===== src/bus_pkg.sv =====
package bus_pkg;

    // number of masters sharing the bus
    localparam int n_masters = 3;

    // bits needed to hold the index of one master
    localparam int idx_w = $clog2(n_masters);

    // the target memory has 16 words addressed by a 4 bit word address
    localparam int addr_w = 4;
    localparam int mem_words = 1 << addr_w;

    // width of bus and APB data
    localparam int data_w = 32;

    // grant counters saturate at all ones
    localparam int cnt_w = 16;

    // APB byte offsets of the register block
    localparam int apb_addr_w = 8;
    localparam logic [apb_addr_w-1:0] reg_ctrl = 8'h00;
    localparam logic [apb_addr_w-1:0] reg_cnt0 = 8'h04;
    localparam logic [apb_addr_w-1:0] reg_cnt1 = 8'h08;
    localparam logic [apb_addr_w-1:0] reg_cnt2 = 8'h0C;

    // the control register keeps the enable mask in its low bits and the mode in bit 8
    localparam int ctrl_mode_bit = 8;
    localparam logic [n_masters-1:0] mask_reset = '1;

    // values of the mode bit
    localparam logic mode_fixed = 1'b0;
    localparam logic mode_rr = 1'b1;

    // states of the arbiter
    localparam logic st_idle = 1'b0;
    localparam logic st_busy = 1'b1;

    // grant vector with no master selected
    localparam logic [n_masters-1:0] no_grant = '0;

endpackage


===== src/arb_config_regs.sv =====
module arb_config_regs
    import bus_pkg::*;
(
    input  logic                  clk,
    input  logic                  reset,
    input  logic [apb_addr_w-1:0] paddr,
    input  logic                  psel,
    input  logic                  penable,
    input  logic                  pwrite,
    input  logic [data_w-1:0]     pwdata,
    input  logic [n_masters-1:0]  grant,
    input  logic                  ack,
    output logic [data_w-1:0]     prdata,
    output logic                  pready,
    output logic [n_masters-1:0]  enable_mask,
    output logic                  mode
);

    // one saturating counter per master
    logic [cnt_w-1:0] cnt [n_masters];

    // write strobe in the access cycle of an APB write
    logic apb_wr;

    // any write to a counter offset clears all counters
    logic cnt_clear;

    assign apb_wr = psel & penable & pwrite;
    assign cnt_clear = apb_wr &&
        (paddr == reg_cnt0 || paddr == reg_cnt1 || paddr == reg_cnt2);

    // the block never inserts wait states
    assign pready = 1'b1;

    always_ff @(posedge clk or posedge reset) begin
        if (reset) begin
            enable_mask <= mask_reset;
            mode <= mode_fixed;
        end else if (apb_wr && paddr == reg_ctrl) begin
            enable_mask <= pwdata[n_masters-1:0];
            mode <= pwdata[ctrl_mode_bit];
        end
    end

    // a transfer counts once for its master on the edge where ack is seen
    always_ff @(posedge clk or posedge reset) begin
        if (reset) begin
            for (int i = 0; i < n_masters; i++) begin
                cnt[i] <= '0;
            end
        end else begin
            for (int i = 0; i < n_masters; i++) begin
                if (cnt_clear) begin
                    cnt[i] <= '0;
                end else if (ack && grant[i] && cnt[i] != '1) begin
                    cnt[i] <= cnt[i] + 1'b1;
                end
            end
        end
    end

    // read data follows paddr so it is valid throughout the access cycle
    always_comb begin
        prdata = '0;
        case (paddr)
            reg_ctrl: begin
                prdata[n_masters-1:0] = enable_mask;
                prdata[ctrl_mode_bit] = mode;
            end
            reg_cnt0: begin
                prdata[cnt_w-1:0] = cnt[0];
            end
            reg_cnt1: begin
                prdata[cnt_w-1:0] = cnt[1];
            end
            reg_cnt2: begin
                prdata[cnt_w-1:0] = cnt[2];
            end
            // unmapped offsets read as zero
            default: begin
                prdata = '0;
            end
        endcase
    end

    // an access phase only follows a setup phase of the same transfer
    a_apb_setup_first: assert property (@(posedge clk) disable iff (reset)
        $rose(penable) |-> (psel && $past(psel)));

endmodule


===== src/bus_arbiter.sv =====
module bus_arbiter
    import bus_pkg::*;
(
    input  logic                 clk,
    input  logic                 reset,
    input  logic [n_masters-1:0] req,
    input  logic [n_masters-1:0] enable_mask,
    input  logic                 mode,
    input  logic                 ack,
    output logic [n_masters-1:0] grant
);

    // current state, idle means grant is zero
    logic state;

    // index where the round-robin search starts when no grant is held
    logic [idx_w-1:0] rr_ptr;

    // requests that are allowed to compete
    logic [n_masters-1:0] cand;

    // one-hot winner of the current candidate set, zero if nobody requests
    logic [n_masters-1:0] next_grant;

    // index of the master holding the grant
    logic [idx_w-1:0] grant_idx;

    // first index examined by the search
    logic [idx_w-1:0] start_idx;

    // step to the next master and wrap after the last one
    function automatic logic [idx_w-1:0] next_idx(input logic [idx_w-1:0] i);
        logic [idx_w-1:0] n;
        if (i == idx_w'(n_masters - 1)) begin
            n = '0;
        end else begin
            n = i + 1'b1;
        end
        return n;
    endfunction

    assign cand = req & enable_mask;

    always_comb begin
        grant_idx = '0;
        for (int i = 0; i < n_masters; i++) begin
            if (grant[i]) begin
                grant_idx = idx_w'(i);
            end
        end
    end

    // fixed priority always searches from master 0
    // in round-robin mode the search begins after the master that holds the grant
    // so that re-arbitration at the ack edge already skips it
    always_comb begin
        if (mode == mode_rr) begin
            start_idx = (grant != no_grant) ? next_idx(grant_idx) : rr_ptr;
        end else begin
            start_idx = '0;
        end
    end

    // walk all masters once starting at start_idx and take the first candidate
    always_comb begin : pick
        logic [idx_w-1:0] probe;
        logic             found;
        probe = start_idx;
        found = 1'b0;
        next_grant = no_grant;
        for (int k = 0; k < n_masters; k++) begin
            if (!found && cand[probe]) begin
                next_grant[probe] = 1'b1;
                found = 1'b1;
            end
            probe = next_idx(probe);
        end
    end

    always_ff @(posedge clk or posedge reset) begin
        if (reset) begin
            state <= st_idle;
            grant <= no_grant;
            rr_ptr <= '0;
        end else begin
            case (state)
                st_idle: begin
                    // a grant is issued on the first edge that sees a masked request
                    grant <= next_grant;
                    state <= (cand != no_grant) ? st_busy : st_idle;
                end
                st_busy: begin
                    // the grant is held until the target acknowledges
                    if (ack) begin
                        grant <= next_grant;
                        state <= (cand != no_grant) ? st_busy : st_idle;
                        rr_ptr <= next_idx(grant_idx);
                    end
                end
                default: begin
                    state <= st_idle;
                    grant <= no_grant;
                end
            endcase
        end
    end

    // at most one master owns the bus
    a_grant_onehot: assert property (@(posedge clk) disable iff (reset)
        $onehot0(grant));

    // an owner keeps the bus until its transfer has been acknowledged
    a_grant_stable: assert property (@(posedge clk) disable iff (reset)
        (grant != no_grant && !ack) |=> $stable(grant));

    // every newly loaded grant answers an enabled request of the previous cycle
    a_grant_had_request: assert property (@(posedge clk) disable iff (reset)
        (grant != no_grant && ($past(ack) || $past(grant) == no_grant))
        |-> (($past(req & enable_mask) & grant) != no_grant));

endmodule


===== src/bus_subsystem_top.sv =====
module bus_subsystem_top
    import bus_pkg::*;
(
    input  logic                  clk,
    input  logic                  reset,
    // APB port of the register block
    input  logic [apb_addr_w-1:0] paddr,
    input  logic                  psel,
    input  logic                  penable,
    input  logic                  pwrite,
    input  logic [data_w-1:0]     pwdata,
    output logic [data_w-1:0]     prdata,
    output logic                  pready,
    // master requests
    input  logic [n_masters-1:0]  req,
    input  logic [addr_w-1:0]     m0_addr,
    input  logic [addr_w-1:0]     m1_addr,
    input  logic [addr_w-1:0]     m2_addr,
    input  logic [data_w-1:0]     m0_wdata,
    input  logic [data_w-1:0]     m1_wdata,
    input  logic [data_w-1:0]     m2_wdata,
    input  logic [n_masters-1:0]  write,
    // bus response
    output logic [n_masters-1:0]  grant,
    output logic                  ack,
    output logic [data_w-1:0]     rdata
);

    // arbiter settings from the register block
    logic [n_masters-1:0] enable_mask;
    logic                 mode;

    bus_arbiter u_arbiter (
        .clk         (clk),
        .reset       (reset),
        .req         (req),
        .enable_mask (enable_mask),
        .mode        (mode),
        .ack         (ack),
        .grant       (grant)
    );

    // the register block also watches grant and ack to count transfers
    arb_config_regs u_regs (
        .clk         (clk),
        .reset       (reset),
        .paddr       (paddr),
        .psel        (psel),
        .penable     (penable),
        .pwrite      (pwrite),
        .pwdata      (pwdata),
        .grant       (grant),
        .ack         (ack),
        .prdata      (prdata),
        .pready      (pready),
        .enable_mask (enable_mask),
        .mode        (mode)
    );

    bus_target_mem u_target (
        .clk      (clk),
        .reset    (reset),
        .grant    (grant),
        .m0_addr  (m0_addr),
        .m1_addr  (m1_addr),
        .m2_addr  (m2_addr),
        .m0_wdata (m0_wdata),
        .m1_wdata (m1_wdata),
        .m2_wdata (m2_wdata),
        .write    (write),
        .ack      (ack),
        .rdata    (rdata)
    );

endmodule


===== src/bus_target_mem.sv =====
module bus_target_mem
    import bus_pkg::*;
(
    input  logic                 clk,
    input  logic                 reset,
    input  logic [n_masters-1:0] grant,
    input  logic [addr_w-1:0]    m0_addr,
    input  logic [addr_w-1:0]    m1_addr,
    input  logic [addr_w-1:0]    m2_addr,
    input  logic [data_w-1:0]    m0_wdata,
    input  logic [data_w-1:0]    m1_wdata,
    input  logic [data_w-1:0]    m2_wdata,
    input  logic [n_masters-1:0] write,
    output logic                 ack,
    output logic [data_w-1:0]    rdata
);

    // storage of the target
    logic [data_w-1:0] mem [mem_words];

    // master requests gathered into arrays for the mux
    logic [addr_w-1:0] m_addr  [n_masters];
    logic [data_w-1:0] m_wdata [n_masters];

    // request of the granted master
    logic [addr_w-1:0] sel_addr;
    logic [data_w-1:0] sel_wdata;
    logic              sel_write;

    // a transfer is served when a grant is present and no ack is pending
    logic access;

    assign m_addr[0] = m0_addr;
    assign m_addr[1] = m1_addr;
    assign m_addr[2] = m2_addr;
    assign m_wdata[0] = m0_wdata;
    assign m_wdata[1] = m1_wdata;
    assign m_wdata[2] = m2_wdata;

    // grant is one-hot so OR-ing the gated fields picks exactly one master
    always_comb begin
        sel_addr = '0;
        sel_wdata = '0;
        for (int i = 0; i < n_masters; i++) begin
            if (grant[i]) begin
                sel_addr = sel_addr | m_addr[i];
                sel_wdata = sel_wdata | m_wdata[i];
            end
        end
    end

    assign sel_write = |(grant & write);

    // while ack is high the arbiter is loading the next grant
    // so the following access waits one cycle and ack becomes a pulse
    assign access = (grant != no_grant) && !ack;

    always_ff @(posedge clk or posedge reset) begin
        if (reset) begin
            ack <= 1'b0;
        end else begin
            ack <= access;
        end
    end

    // the memory starts out cleared
    always_ff @(posedge clk or posedge reset) begin
        if (reset) begin
            for (int i = 0; i < mem_words; i++) begin
                mem[i] <= '0;
            end
        end else if (access && sel_write) begin
            mem[sel_addr] <= sel_wdata;
        end
    end

    // read data is returned together with the ack pulse
    // a write leaves the last read word in place
    always_ff @(posedge clk) begin
        if (access && !sel_write) begin
            rdata <= mem[sel_addr];
        end
    end

    // the acknowledge lasts exactly one cycle
    a_ack_pulse: assert property (@(posedge clk) disable iff (reset)
        ack |=> !ack);

endmodule


===== config.mk =====
export PLATFORM = sky130hd
export DESIGN_NAME = bus_subsystem_top
export DESIGN_NICKNAME = d
export VERILOG_FILES = /design/src/bus_pkg.sv /design/src/arb_config_regs.sv /design/src/bus_arbiter.sv /design/src/bus_subsystem_top.sv /design/src/bus_target_mem.sv
export SDC_FILE = /design/constraint.sdc
export NUM_CORES = 1
export LEC_CHECK = 0
export BUFFER_PORTS_ARGS = -buffer_cell sky130_fd_sc_hd__buf_2
export CAP_MARGIN = 20
export CORE_MARGIN = 4
export CORE_UTILIZATION = 49
export DETAILED_ROUTE_END_ITERATION = 6
export GPL_ROUTABILITY_DRIVEN = 0
export MAX_ROUTING_LAYER = met4
export PLACE_DENSITY = 0.79
export SLEW_MARGIN = 20
export SYNTH_ARGS = -nofsm -noshare
export SYNTH_HDL_FRONTEND = slang
export SYNTH_HIERARCHICAL = 1
export SYNTH_SLANG_ARGS = --single-unit

===== constraint.sdc =====
create_clock -name clk -period 13.6 [get_ports clk]
set_input_delay 0.68 -clock clk [delete_from_list [all_inputs] [get_ports clk]]
set_output_delay 0.68 -clock clk [all_outputs]
set_load 0.05 [all_outputs]

==> flow_metrics.py <==
metrics = {
    "power_and_ir_drop": {
        "internal_power_uw": 3122,
        "p_clk_share_pct": 42.7,
        "power.switching_uw": 1185,
        "irDropWorstVdd_v": 0.0001147,
        "totalPowerFinal_uw": 4307,
        "comb_power_share_pct": 12.9,
        "power_frac_seq_pct": 44.4,
        "power_density_mw_per_mm2": 133.2,
        "switching_share_pct": 27.51,
        "cellLeakagePower_uw": 0.01695,
    },
    "synth": {
        "synth-seq-cells": 603,
        "ys.flop_type": "dfrtp_1",
        "synth.avg_cell_area_um2": 12.93,
        "synth_edf_count": 32,
        "yosysUniqueCellTypes": 62,
        "synthArstFlopShare_pct": 94.69,
        "yosys_warnings": 6,
        "ys_seq_area_share_pct": 53.49,
        "syn_area_mm2": 0.02852,
        "post_synth_inst_count": 2206,
    },
    "route": {
        "routedWlPerCell_um": 23.35,
        "vias": 19290,
        "detail-route-antenna-nets": 0,
        "drt-total-wl_mm": 73.48,
        "viasPerCell": 6.129,
        "first_pass_iters": 5,
        "drtIter0Drc": 1498,
        "drc": 0,
    },
    "clocking": {
        "root_buffer": "clkbuf_16",
        "cts_tree": "done",
        "clock_path_buffers": 3,
        "cts_setup_buffers": 0,
        "cts_made_buffers": 67,
        "cts_resized": 0,
        "cts_htree_levels": 3,
        "clkTransAtPathRegs_ns": 0.06,
        "cts_sinks": 603,
        "insertion_delay_ns": 0.61,
        "cts_hold_buf": 0,
    },
    "run_status": {
        "status": "complete, no violations",
    },
    "timing": {
        "fmax_ghz": 0.1996,
        "finClkSkew_ns": 0.02417,
        "rsz0062_at_grt": "false",
        "min_period_over_period_pct": 36.83,
        "relSlewSlack_pct": 23.15,
        "fin_tns_setup_ns": 0,
        "slew_violations": 0,
        "fin_ws_ns": 8.591,
        "tightest_slew_ns": 1.153,
        "hold_violations": 0,
        "fin_crit_ns": 5.009,
        "hold_ws_ns": 0.03759,
        "setup_viol": 0,
    },
    "worst_setup_path": {
        "cp.arrival_ns": 5.34,
        "worstSetupPathType": "reg2reg",
        "critPathMaxFanout": 66,
        "start_kind": "register",
        "endpoint_kind": "register",
        "worst_r2r_path_depth": 8,
        "r2r_slack_ns": 8.59,
        "crit_required_ns": 13.93,
    },
    "placed_design": {
        "portBuffers": 182,
        "detailed_place_hpwl_mm": 43.10,
        "post-place-ws_ns": 8.036,
    },
    "grt": {
        "grt_pass1_wl_mm": 113.9,
        "first_global_vias": 19840,
        "gr-total-overflow": 0,
        "grt_max_degree": 165,
        "antenna_found_initial": 1,
        "use_met1_pct": 31.39,
        "grtUsageTotal_pct": 23.77,
        "grtUsageMet3_pct": 4.573,
        "grt_busiest_layer": "met2",
        "grt_use_met2_pct": 37.83,
    },
    "finish": {
        "drive_gt1_share_pct": 38.36,
        "final_util_pct": 56.03,
        "syn_to_final_growth_pct": 13.36,
        "final_nets": 2487,
    },
    "run": {
        "maxCapViolCount": 0,
    },
    "min_path": {
        "holdCritPathClass": "in2async",
    },
    "die": {
        "dieArea_mm2": 0.06213,
        "core-area_mm2": 0.05770,
        "start_util_pct": 49.43,
        "die_x_um": 249.3,
        "die_y_um": 249.3,
        "io_pins": 228,
        "core.rowCount": 88,
    },
}
[placed cells by master, fill, tap and decap left out, types with 4 or more instances in the layout]
cell       netlist  final
nor2_1          20     20
o22ai_1        129    129
buf_2           77    183
clkbuf_16        0     72
clkinv_2         0     15
conb_1           2     17
o21ai_0         16     16
a22oi_1         45     45
and4_1           9      9
mux4_2           4      4
a31oi_1          4      4
mux2_2         525    525
nand3_2          0     16
o31ai_1         21     21
nor4_2           4      4
or3_1           17     16
clkbuf_1        79     14
inv_1           14     12
nor2b_1          5      5
dfrtp_1        568    565
nand2b_1         6      6
and3_1           7      6
edfxtp_1        32     32
nand3_1         30     14
a21oi_1         33     33
a211oi_1         5      5
or4_1           46     46
nand2_1        116    116
a222oi_1         5      5
clkbuf_8         0     11
nand4_1         17     17
nor4_1           7      7
nor3_1           6      6
buf_4           18     40
o211ai_1         4      4
mux2i_1        263    263
[through the flow]
stage | area (um^2) | cells
floorplan | 28580 | 2221
global placement | 29970 | 3016
detailed placement | 30000 | 3018
CTS | 32260 | 3142
global route | 32330 | 3146
finish | 32330 | 3147
[layer usage]
layer / share of wire, % / wire [um] / vias up
met5: 0 / 0 / -
met4: 2.7 / 1957 / 0
met3: 7.3 / 5333 / 153
met2: 48 / 35390 / 695
met1: 42 / 30800 / 9975
li1: - / - / 8465
[power groups by stage]
stage | registers [uW] | logic, uW | clock network, uW
6_report | 1910 | 556 | 1840
3_3_place_gp | 1940 | 532 | 0
4_1_cts | 1910 | 553 | 1870
5_1_grt | 1920 | 594 | 1940
2_1_floorplan | 1990 | 341 | 0
3_5_place_dp | 1940 | 551 | 0
[worst max-delay path: stages, from the launching register on]
cell	delay (ns)
dfrtp_2	0.40
a222oi_1	0.67
buf_4	0.52
buf_16	0.32
buf_4	0.66
buf_4	0.98
mux2i_1	0.31
o22ai_1	0.12
or4_1	0.57
[final timing paths]
check / start / to
worst min-delay path: reset / u_arbiter/state$_DFF_PP0_
min in group clk: pwdata[8] / u_regs/mode$_DFFE_PP0P_
max in group asynchronous: reset / u_target/mem[120]$_DFFE_PP0P_
worst max register to register: u_arbiter/grant[0]$_DFFE_PP0P_ / u_target/rdata[21]$_DFFE_PP_
worst min register to register: u_target/mem[407]$_DFFE_PP0P_ / u_target/mem[407]$_DFFE_PP0P_
worst max-delay path: u_arbiter/grant[0]$_DFFE_PP0P_ / u_target/rdata[21]$_DFFE_PP_
[logic make-up (layout without fill, tap and decap cells)]
group / after synthesis / in the layout / share of synthesized area [%]
AO/OA/AOI/OAI: 281 / 281 / 6.542
XOR/XNOR: 1 / 1 / 0.03072
adder cells (fa/ha/maj): 3 / 3 / 0.1316
buffers and inverters: 209 / 368 / 3.326
flip-flops: 603 / 603 / 53.49
multiplexers: 794 / 794 / 30.36
other: 2 / 19 / 0.02633
AND/OR/NAND/NOR: 313 / 313 / 6.103
[cell usage after synthesis (20+ instances only)]
| library cell | n | area (um^2) |
|---|---|---|
| nor2_1 | 20 | 75.07 |
| clkbuf_1 | 79 | 296.5 |
| nand2_1 | 116 | 435.4 |
| mux2_2 | 525 | 5912 |
| buf_2 | 77 | 385.4 |
| nand3_1 | 30 | 150.1 |
| or4_1 | 46 | 345.3 |
| dfrtp_1 | 568 | 14210 |
| o22ai_1 | 129 | 807.0 |
| mux2i_1 | 263 | 2633 |
| a22oi_1 | 45 | 337.8 |
| buf_1 | 20 | 75.07 |
| o31ai_1 | 21 | 157.7 |
| edfxtp_1 | 32 | 960.9 |
| a21oi_1 | 33 | 165.2 |
[sequential cells by signal, summed over array words and instances, names as in the netlist]
register / count
u_regs/mode: 1
u_regs/cnt: 48
u_target/ack: 1
u_arbiter/state: 1
u_arbiter/rr_ptr: 2
u_target/rdata: 32
u_target/mem: 512
u_regs/enable_mask: 3
u_arbiter/grant: 3
[area by class of cell]
cell class | instances | area (um^2)
Inverter | 15 | 61.31
Timing Repair Buffer | 229 | 1326
Sequential cell | 603 | 15260
Fill cell | 4561 | 25370
Multi-Input combinational cell | 1409 | 12460
Clock inverter | 27 | 259.0
Antenna cell | 2 | 5.005
Tap cell | 765 | 957.2
Clock buffer | 97 | 2006
Note: power is estimated with default switching activity, not from simulation.
